### src/hw/loader_pkg.sv
// Loader shared definitions

package loader_pkg;

	//======================================================================
	// Widths
	//======================================================================

	// Host byte address, also used as RAM byte address
	localparam int host_addr_w = 27;
	localparam int host_data_w = 16;
	localparam int word_w      = 32;

	// Boot ROM holds 1024 words
	localparam int pif_addr_w  = 10;
	localparam int slot_w      = 8;

	// Mounted image size as reported by the host
	localparam int img_size_w  = 32;

	//======================================================================
	// Encodings
	//======================================================================

	typedef enum logic [1:0] {
		region_none = 2'd0,
		region_pif  = 2'd1,
		region_cart = 2'd2
	} region_e;

	// Order follows the menu entry
	typedef enum logic [2:0] {
		save_none,
		save_eeprom4,
		save_eeprom16,
		save_sram32,
		save_sram96,
		save_flash
	} save_type_e;

	typedef enum logic [1:0] {
		eeprom_off,
		eeprom_4k,
		eeprom_16k
	} eeprom_kind_e;

	// Slot codes in dl_index[5:0]
	localparam logic [5:0] slot_pif  = 6'd0;
	localparam logic [5:0] slot_cart = 6'd1;

	// Cartridge image starts 8 MB into RAM
	localparam logic [host_addr_w-1:0] cart_base_default = 27'd8388608;

endpackage

### src/hw/backup_control.sv
// Backup memory control

`timescale 1ns/1ps

module backup_control (
	input  logic                                 clk_1x,
	input  logic                                 rst_n,
	input  loader_pkg::region_e                  region,
	input  logic                                 load_req,
	input  logic                                 save_req,
	input  logic                                 autosave_off,
	input  logic                                 osd_open,
	input  logic                                 img_mounted,
	input  logic                                 img_readonly,
	input  logic [loader_pkg::img_size_w-1:0]    img_size,
	input  loader_pkg::save_type_e               save_type,
	input  logic                                 bk_pending,
	output logic                                 bk_load,
	output logic                                 bk_save,
	output logic                                 use_img,
	output loader_pkg::eeprom_kind_e             eeprom_kind,
	output logic                                 led_user
);

	logic cart_region;
	logic cart_q;
	logic osd_q;

	assign cart_region = (region == loader_pkg::region_cart);

	//======================================================================
	// Save engine triggers
	//======================================================================

	always_ff @(posedge clk_1x or negedge rst_n) begin
		if (!rst_n) begin
			cart_q  <= 1'b0;
			osd_q   <= 1'b0;
			bk_load <= 1'b0;
			bk_save <= 1'b0;
			use_img <= 1'b0;
		end else begin
			cart_q  <= cart_region;
			osd_q   <= osd_open;
			bk_load <= load_req | (cart_region & img_mounted);
			// Autosave when the menu opens
			bk_save <= save_req | (osd_open & ~osd_q & ~autosave_off);
			// New cartridge forgets the old image; a mount in the same cycle wins
			if (cart_region && !cart_q) begin
				use_img <= 1'b0;
			end
			if (img_mounted && (img_size != '0) && !img_readonly) begin
				use_img <= 1'b1;
			end
		end
	end

	always_comb begin
		case (save_type)
			loader_pkg::save_eeprom4:  eeprom_kind = loader_pkg::eeprom_4k;
			loader_pkg::save_eeprom16: eeprom_kind = loader_pkg::eeprom_16k;
			default:                   eeprom_kind = loader_pkg::eeprom_off;
		endcase
	end

	assign led_user = cart_region | bk_pending;

endmodule

### src/hw/cart_write_port.sv
// Cartridge RAM write port

`timescale 1ns/1ps

module cart_write_port #(
	parameter logic [loader_pkg::host_addr_w-1:0] cart_base = loader_pkg::cart_base_default
) (
	input  logic                                 clk_1x,
	input  logic                                 rst_n,
	input  loader_pkg::region_e                  region,
	input  logic                                 pk_wr,
	input  logic [loader_pkg::host_addr_w-1:0]   pk_addr,
	input  logic [loader_pkg::word_w-1:0]        pk_data,
	input  logic                                 ram_ready,
	output logic                                 ram_req,
	output logic [loader_pkg::host_addr_w-1:0]   ram_addr,
	output logic [loader_pkg::word_w-1:0]        ram_data,
	output logic                                 dl_wait,
	output logic                                 cart_loaded
);

	logic in_cart;
	logic wait_q;

	assign in_cart = (region == loader_pkg::region_cart);

	//======================================================================
	// RAM request
	//======================================================================

	// Request leaves in the cycle the word is complete
	assign ram_req  = pk_wr;
	assign ram_addr = pk_addr + cart_base;
	assign ram_data = pk_data;

	//======================================================================
	// Host hold-off
	//======================================================================

	// Held from the request until RAM confirms
	always_ff @(posedge clk_1x or negedge rst_n) begin
		if (!rst_n) begin
			wait_q <= 1'b0;
		end else if (!in_cart) begin
			wait_q <= 1'b0;
		end else if (pk_wr) begin
			wait_q <= 1'b1;
		end else if (ram_ready) begin
			wait_q <= 1'b0;
		end
	end

	// Request cycle counts too; drop as soon as download ends
	assign dl_wait = in_cart & (pk_wr | wait_q);

	// Sticky once any cartridge download starts
	always_ff @(posedge clk_1x or negedge rst_n) begin
		if (!rst_n) begin
			cart_loaded <= 1'b0;
		end else if (in_cart) begin
			cart_loaded <= 1'b1;
		end
	end

endmodule

### src/hw/download_decode.sv
// Download slot decode stage

`timescale 1ns/1ps

module download_decode (
	input  logic                                 clk_1x,
	input  logic                                 rst_n,
	input  logic                                 dl_active,
	input  logic [loader_pkg::slot_w-1:0]        dl_index,
	input  logic                                 dl_wr,
	input  logic [loader_pkg::host_addr_w-1:0]   dl_addr,
	input  logic [loader_pkg::host_data_w-1:0]   dl_data,
	output loader_pkg::region_e                  region,
	output logic                                 dec_bank,
	output logic                                 dec_wr,
	output logic [loader_pkg::host_addr_w-1:0]   dec_addr,
	output logic [loader_pkg::host_data_w-1:0]   dec_data
);

	loader_pkg::region_e region_d;

	//======================================================================
	// Slot classification
	//======================================================================

	// Only the low six index bits select the target
	always_comb begin
		region_d = loader_pkg::region_none;
		if (dl_active) begin
			case (dl_index[5:0])
				loader_pkg::slot_pif:  region_d = loader_pkg::region_pif;
				loader_pkg::slot_cart: region_d = loader_pkg::region_cart;
				default:               region_d = loader_pkg::region_none;
			endcase
		end
	end

	//======================================================================
	// Host word register
	//======================================================================

	always_ff @(posedge clk_1x or negedge rst_n) begin
		if (!rst_n) begin
			region <= loader_pkg::region_none;
			dec_wr <= 1'b0;
		end else begin
			region <= region_d;
			dec_wr <= dl_wr;
		end
	end

	// Payload travels alongside dec_wr
	always_ff @(posedge clk_1x) begin
		dec_bank <= dl_index[6];
		dec_addr <= dl_addr;
		dec_data <= dl_data;
	end

endmodule

### src/hw/n64_loader_top.sv
// ROM download and backup front end

`timescale 1ns/1ps

module n64_loader_top #(
	parameter logic [loader_pkg::host_addr_w-1:0] cart_base = loader_pkg::cart_base_default
) (
	input  logic                                 clk_1x,
	input  logic                                 rst_n,
	// Host download
	input  logic                                 dl_active,
	input  logic [loader_pkg::slot_w-1:0]        dl_index,
	input  logic                                 dl_wr,
	input  logic [loader_pkg::host_addr_w-1:0]   dl_addr,
	input  logic [loader_pkg::host_data_w-1:0]   dl_data,
	output logic                                 dl_wait,
	// Boot ROM write port
	output logic                                 pif_wren,
	output logic [loader_pkg::pif_addr_w-1:0]    pif_addr,
	output logic [loader_pkg::word_w-1:0]        pif_data,
	// RAM write channel
	output logic                                 ram_req,
	output logic [loader_pkg::host_addr_w-1:0]   ram_addr,
	output logic [loader_pkg::word_w-1:0]        ram_data,
	input  logic                                 ram_ready,
	output logic                                 cart_loaded,
	// Backup memory
	input  logic                                 load_req,
	input  logic                                 save_req,
	input  logic                                 autosave_off,
	input  logic                                 osd_open,
	input  logic                                 img_mounted,
	input  logic                                 img_readonly,
	input  logic [loader_pkg::img_size_w-1:0]    img_size,
	input  loader_pkg::save_type_e               save_type,
	input  logic                                 bk_pending,
	output logic                                 bk_load,
	output logic                                 bk_save,
	output logic                                 use_img,
	output loader_pkg::eeprom_kind_e             eeprom_kind,
	output logic                                 led_user
);

	loader_pkg::region_e                region;
	logic                               dec_bank;
	logic                               dec_wr;
	logic [loader_pkg::host_addr_w-1:0] dec_addr;
	logic [loader_pkg::host_data_w-1:0] dec_data;
	logic                               pk_wr;
	logic [loader_pkg::host_addr_w-1:0] pk_addr;
	logic [loader_pkg::word_w-1:0]      pk_data;

	//======================================================================
	// Download pipeline
	//======================================================================

	download_decode i_decode (
		.clk_1x    (clk_1x),
		.rst_n     (rst_n),
		.dl_active (dl_active),
		.dl_index  (dl_index),
		.dl_wr     (dl_wr),
		.dl_addr   (dl_addr),
		.dl_data   (dl_data),
		.region    (region),
		.dec_bank  (dec_bank),
		.dec_wr    (dec_wr),
		.dec_addr  (dec_addr),
		.dec_data  (dec_data)
	);

	word_packer i_packer (
		.clk_1x    (clk_1x),
		.rst_n     (rst_n),
		.region    (region),
		.dec_bank  (dec_bank),
		.dec_wr    (dec_wr),
		.dec_addr  (dec_addr),
		.dec_data  (dec_data),
		.pif_wren  (pif_wren),
		.pif_addr  (pif_addr),
		.pif_data  (pif_data),
		.pk_wr     (pk_wr),
		.pk_addr   (pk_addr),
		.pk_data   (pk_data)
	);

	cart_write_port #(
		.cart_base (cart_base)
	) i_cart_port (
		.clk_1x      (clk_1x),
		.rst_n       (rst_n),
		.region      (region),
		.pk_wr       (pk_wr),
		.pk_addr     (pk_addr),
		.pk_data     (pk_data),
		.ram_ready   (ram_ready),
		.ram_req     (ram_req),
		.ram_addr    (ram_addr),
		.ram_data    (ram_data),
		.dl_wait     (dl_wait),
		.cart_loaded (cart_loaded)
	);

	// Runs beside the pipeline
	backup_control i_backup (
		.clk_1x       (clk_1x),
		.rst_n        (rst_n),
		.region       (region),
		.load_req     (load_req),
		.save_req     (save_req),
		.autosave_off (autosave_off),
		.osd_open     (osd_open),
		.img_mounted  (img_mounted),
		.img_readonly (img_readonly),
		.img_size     (img_size),
		.save_type    (save_type),
		.bk_pending   (bk_pending),
		.bk_load      (bk_load),
		.bk_save      (bk_save),
		.use_img      (use_img),
		.eeprom_kind  (eeprom_kind),
		.led_user     (led_user)
	);

endmodule

### src/hw/word_packer.sv
// Half-word to word packer

`timescale 1ns/1ps

module word_packer (
	input  logic                                 clk_1x,
	input  logic                                 rst_n,
	input  loader_pkg::region_e                  region,
	input  logic                                 dec_bank,
	input  logic                                 dec_wr,
	input  logic [loader_pkg::host_addr_w-1:0]   dec_addr,
	input  logic [loader_pkg::host_data_w-1:0]   dec_data,
	output logic                                 pif_wren,
	output logic [loader_pkg::pif_addr_w-1:0]    pif_addr,
	output logic [loader_pkg::word_w-1:0]        pif_data,
	output logic                                 pk_wr,
	output logic [loader_pkg::host_addr_w-1:0]   pk_addr,
	output logic [loader_pkg::word_w-1:0]        pk_data
);

	logic [loader_pkg::host_data_w-1:0] lo_half;
	logic [loader_pkg::host_data_w-1:0] hi_half;
	logic                               is_pif;
	logic                               is_cart;
	logic                               wr_lo;
	logic                               wr_hi;

	assign is_pif  = (region == loader_pkg::region_pif);
	assign is_cart = (region == loader_pkg::region_cart);

	// Address bit 1 tells lower from upper half
	assign wr_lo = dec_wr & ~dec_addr[1];
	assign wr_hi = dec_wr & dec_addr[1];

	//======================================================================
	// Half-word and address capture
	//======================================================================

	always_ff @(posedge clk_1x) begin
		if (wr_lo && (is_pif || is_cart)) begin
			lo_half <= dec_data;
		end
		if (wr_hi && (is_pif || is_cart)) begin
			hi_half <= dec_data;
		end
		// Boot ROM word index with bank select on top
		if (wr_lo && is_pif) begin
			pif_addr <= {dec_bank, dec_addr[10:2]};
		end
		if (wr_lo && is_cart) begin
			pk_addr <= dec_addr;
		end
	end

	//======================================================================
	// Word strobes
	//======================================================================

	always_ff @(posedge clk_1x or negedge rst_n) begin
		if (!rst_n) begin
			pif_wren <= 1'b0;
			pk_wr    <= 1'b0;
		end else begin
			pif_wren <= wr_hi & is_pif;
			pk_wr    <= wr_hi & is_cart;
		end
	end

	// Boot ROM wants big-endian bytes
	assign pif_data = {lo_half[7:0], lo_half[15:8], hi_half[7:0], hi_half[15:8]};

	// Cartridge word keeps host order
	assign pk_data = {hi_half, lo_half};

endmodule

### config.mk
export PLATFORM = sky130hd
export DESIGN_NAME = n64_loader_top
export DESIGN_NICKNAME = d
export VERILOG_FILES = /design/src/hw/loader_pkg.sv /design/src/hw/backup_control.sv /design/src/hw/cart_write_port.sv /design/src/hw/download_decode.sv /design/src/hw/n64_loader_top.sv /design/src/hw/word_packer.sv
export SDC_FILE = /design/constraint.sdc
export NUM_CORES = 1
export LEC_CHECK = 0
export BUFFER_PORTS_ARGS = -buffer_cell sky130_fd_sc_hd__buf_4
export CELL_PAD_IN_SITES_DETAIL_PLACEMENT = 0
export CELL_PAD_IN_SITES_GLOBAL_PLACEMENT = 1
export CORE_MARGIN = 5
export CORE_UTILIZATION = 30
export CTS_CLUSTER_SIZE = 14
export DETAILED_ROUTE_END_ITERATION = 8
export PLACE_DENSITY = 0.77
export SETUP_SLACK_MARGIN = 0.4
export SYNTH_ARGS = -nofsm -noshare
export SYNTH_HDL_FRONTEND = slang
export SYNTH_SLANG_ARGS = --single-unit
### constraint.sdc
create_clock -name clk_1x -period 4.05 [get_ports clk_1x]
set_clock_uncertainty 0.05 [all_clocks]
set_input_delay 1.215 -clock clk_1x [delete_from_list [all_inputs] [get_ports clk_1x]]
set_output_delay 1.215 -clock clk_1x [all_outputs]
set_load 0.02 [all_outputs]
==> results.ini <==
[routing]
drt_iter0_drc = 81
vias = 2292
wire_per_inst_um = 14.79
drtAntennaViolNets = 0
dr.pass1.iters = 4
route.detailed.drc = 0
wl_um = 8713
avgViaCountPerCell = 3.891

[synthesis]
ys_ff_latch = 125
ys_warn_count = 0
synth.area.mux_share_pct = 0
synth_top_family_by_area = buffers and inverters
synth_area_per_cell_sq_um = 17.53
synthCells = 227
synth_nets = 328
syn_area_sq_um = 3980
synth-compound-area-share_pct = 0.6287
yosys.area_share.simple_pct = 5.407
synth_seq_area_share_pct = 81.74
synthAdderAreaFrac_pct = 0.9431
synth_xor_area_share_pct = 0.4401
synth_cell_type_count = 24

[clocking]
post_cts_buffers = 0
clockRootBuffer = clkbuf_16
clk_path_buf_depth = 2
h-tree-depth = 4
cts_resized = 0
cts.sinks = 125
clkLatencyLatePin_ns = 0.41
cts_tree = built
path_clk_slew_ns = 0.05
cts_inserted_buffers = 17
ctsHoldBuffers = 0

[die]
dieWidth_um = 125.2
start_util_pct = 30.30
io_pins = 209
coreArea_sq_um = 13140
die_h_um = 125.2
die-area_sq_um = 15670
placementRows = 42

[finish]
area_growth_syn_to_layout_pct = 50.55
fillers = 1188
antennaDiodeCount = 0
drive_gt1_share_pct = 60.05
multiInputGateArea_sq_um = 307.8
regArea_sq_um = 3253
finalNetCount = 501

[pwr]
seq_power_share_pct = 45.2
leakagePower_nw = 2.552
vdd_ir_drop_max_mv = 0.2091
p_clk_share_pct = 51.3
comb_power_share_pct = 3.5
swShare_pct = 19.17
p_sw_mw = 0.5863
p_int_mw = 2.472
power_density_nw_per_um2 = 510.3
p_total_mw = 3.058

[placed_design]
numPortBuffers = 207
dp_hpwl_um = 6674
gp_congestion = 0.7775

[job]
maxCapViolCount = 0

[timing]
worst_slew_pin_slew_ns = 0.8866
tns_ns = 0
finalMaxSlewViolations = 0
min_period_ns = 3.010
fmax_mhz = 332.3
hold_viol = 0
timing.final.crit_share_pct = 74.31
rsz0062_at_grt = false
setup_violations = 0
relSlewSlack_pct = 40.83

[grt]
busiest_layer = met2
grt_use_met2_pct = 18.79
use_met3_pct = 5.757
use_met1_pct = 11.34
grtUsageTotal_pct = 11.19
antenna_found_initial = 0
grt_max_degree = 28
gr-total-overflow = 0
grt_pass1_vias = 2520
grt_pass1_wl_um = 13210

[critical_path]
startpoint_type = input pin
crit_path_max_fanout = 1
cp-end-kind = output port
cp_data_required_time_ns = 2.78
worstPathArrival_ns = 1.74
path_class = in2out

[run_status]
status = finished, final reports clean

[min_path]
hp-class = reg2reg

-- cells by family after synthesis --
group,after synthesis
AND/OR/NAND/NOR,33
XOR/XNOR,2
adder cells (fa/ha/maj),3
flip-flops,125
AO/OA/AOI/OAI,4
buffers and inverters,60
-- worst max-delay path, stage by stage --
cell and delay [ns]:
buf_4 0.10, or2_2 0.26, buf_4 0.16
-- power by group through the flow --
| stage | Clock, mW | Sequential [mW] | Combinational (mW) |
|---|---|---|---|
| finish | 1.57 | 1.38 | 0.107 |
| detailed placement | 0 | 1.41 | 0.109 |
| global route | 1.66 | 1.39 | 0.116 |
| CTS | 1.60 | 1.38 | 0.109 |
| floorplan | 0 | 1.41 | 0.0155 |
| global placement | 0 | 1.41 | 0.108 |
-- registers in the layout, summed over array words and instances, names as in the netlist, 2 cells and up --
register,cells
i_decode.dec_addr,27
i_packer.pk_addr,27
i_decode.dec_data,16
i_packer.hi_half,16
i_packer.lo_half,16
i_packer.pif_addr,10
i_decode.region,2
-- through the flow --
step,util [%],setup WS (ns),area (sq um),instances,hold slack [ns]
6_report,45.61,1.040,5992,589,0.3556
5_1_grt,45.61,1.025,5992,589,0.3621
4_1_cts,45.61,1.033,5992,589,0.3551
3_5_place_dp,40.87,1.033,5369,557,0.3395
3_3_place_gp,40.87,1.037,5369,557,0.3368
2_1_floorplan,-,0.8056,3980,227,0.3355
-- synthesized netlist by cell type (all sizes together) --
| cell type | count | area share [%] |
|---|---|---|
| a21o | 2 | 0.38 |
| and3 | 1 | 0.16 |
| and3b | 1 | 0.22 |
| buf | 55 | 10 |
| dfrtp | 12 | 7.5 |
| dfxtp | 44 | 22 |
| edfxtp | 69 | 52 |
| ha | 3 | 0.94 |
| inv | 5 | 0.47 |
| nand2 | 2 | 0.19 |
| nand3 | 1 | 0.13 |
| nand3b | 1 | 0.19 |
| nand4 | 2 | 0.31 |
| nor2 | 7 | 0.66 |
| nor2b | 2 | 0.31 |
| nor3 | 1 | 0.13 |
| nor3b | 4 | 0.75 |
| nor4 | 9 | 2.0 |
| o21ai | 2 | 0.25 |
| or2 | 2 | 0.31 |
| xnor2 | 1 | 0.22 |
| xor2 | 1 | 0.22 |
-- cells in the final DEF (no fill, tap or decap), types with 2 or more instances in the layout --
cell type	count
a21o_1	2
or2_2	2
nor3b_1	2
nor2b_1	2
inv_1	5
nor3b_2	2
bufinv_16	4
clkinv_4	3
nor4_2	4
dfrtp_1	12
ha_1	3
clkbuf_16	17
nor4_1	5
dfxtp_1	44
edfxtp_1	69
nand2_1	2
buf_4	209
nand4_1	2
nor2_1	6
clkinvlp_4	4
-- layout make-up --
type / instances / area share (%)
multi-input combinational: 42 / 5.137
clock buffer: 18 / 7.162
sequential: 125 / 54.29
timing repair buffer: 209 / 26.18
tap: 176 / 3.675
clock inverter: 14 / 3.237
inverter: 5 / 0.3132
-- layer usage --
metal	wire [um]	part of all wire, %
met1	3072	35
met2	4575	53
met3	888	10
met4	177	2.0
met5	0	0
-- final timing paths --
path,start,to,slack [ns],cells after the start
min in group asynchronous,rst_n,i_backup.bk_load,0.58,1
max in group asynchronous,rst_n,i_backup.use_img,3.21,1
min,i_decode.dec_addr[11],i_packer.pk_addr[11],0.36,0
max,bk_pending,led_user,1.04,3
min reg2reg,i_decode.dec_addr[11],i_packer.pk_addr[11],0.36,0
max reg2reg,i_decode.region[0],i_packer.hi_half[15],2.19,3
(Power assumes the default switching activity.)
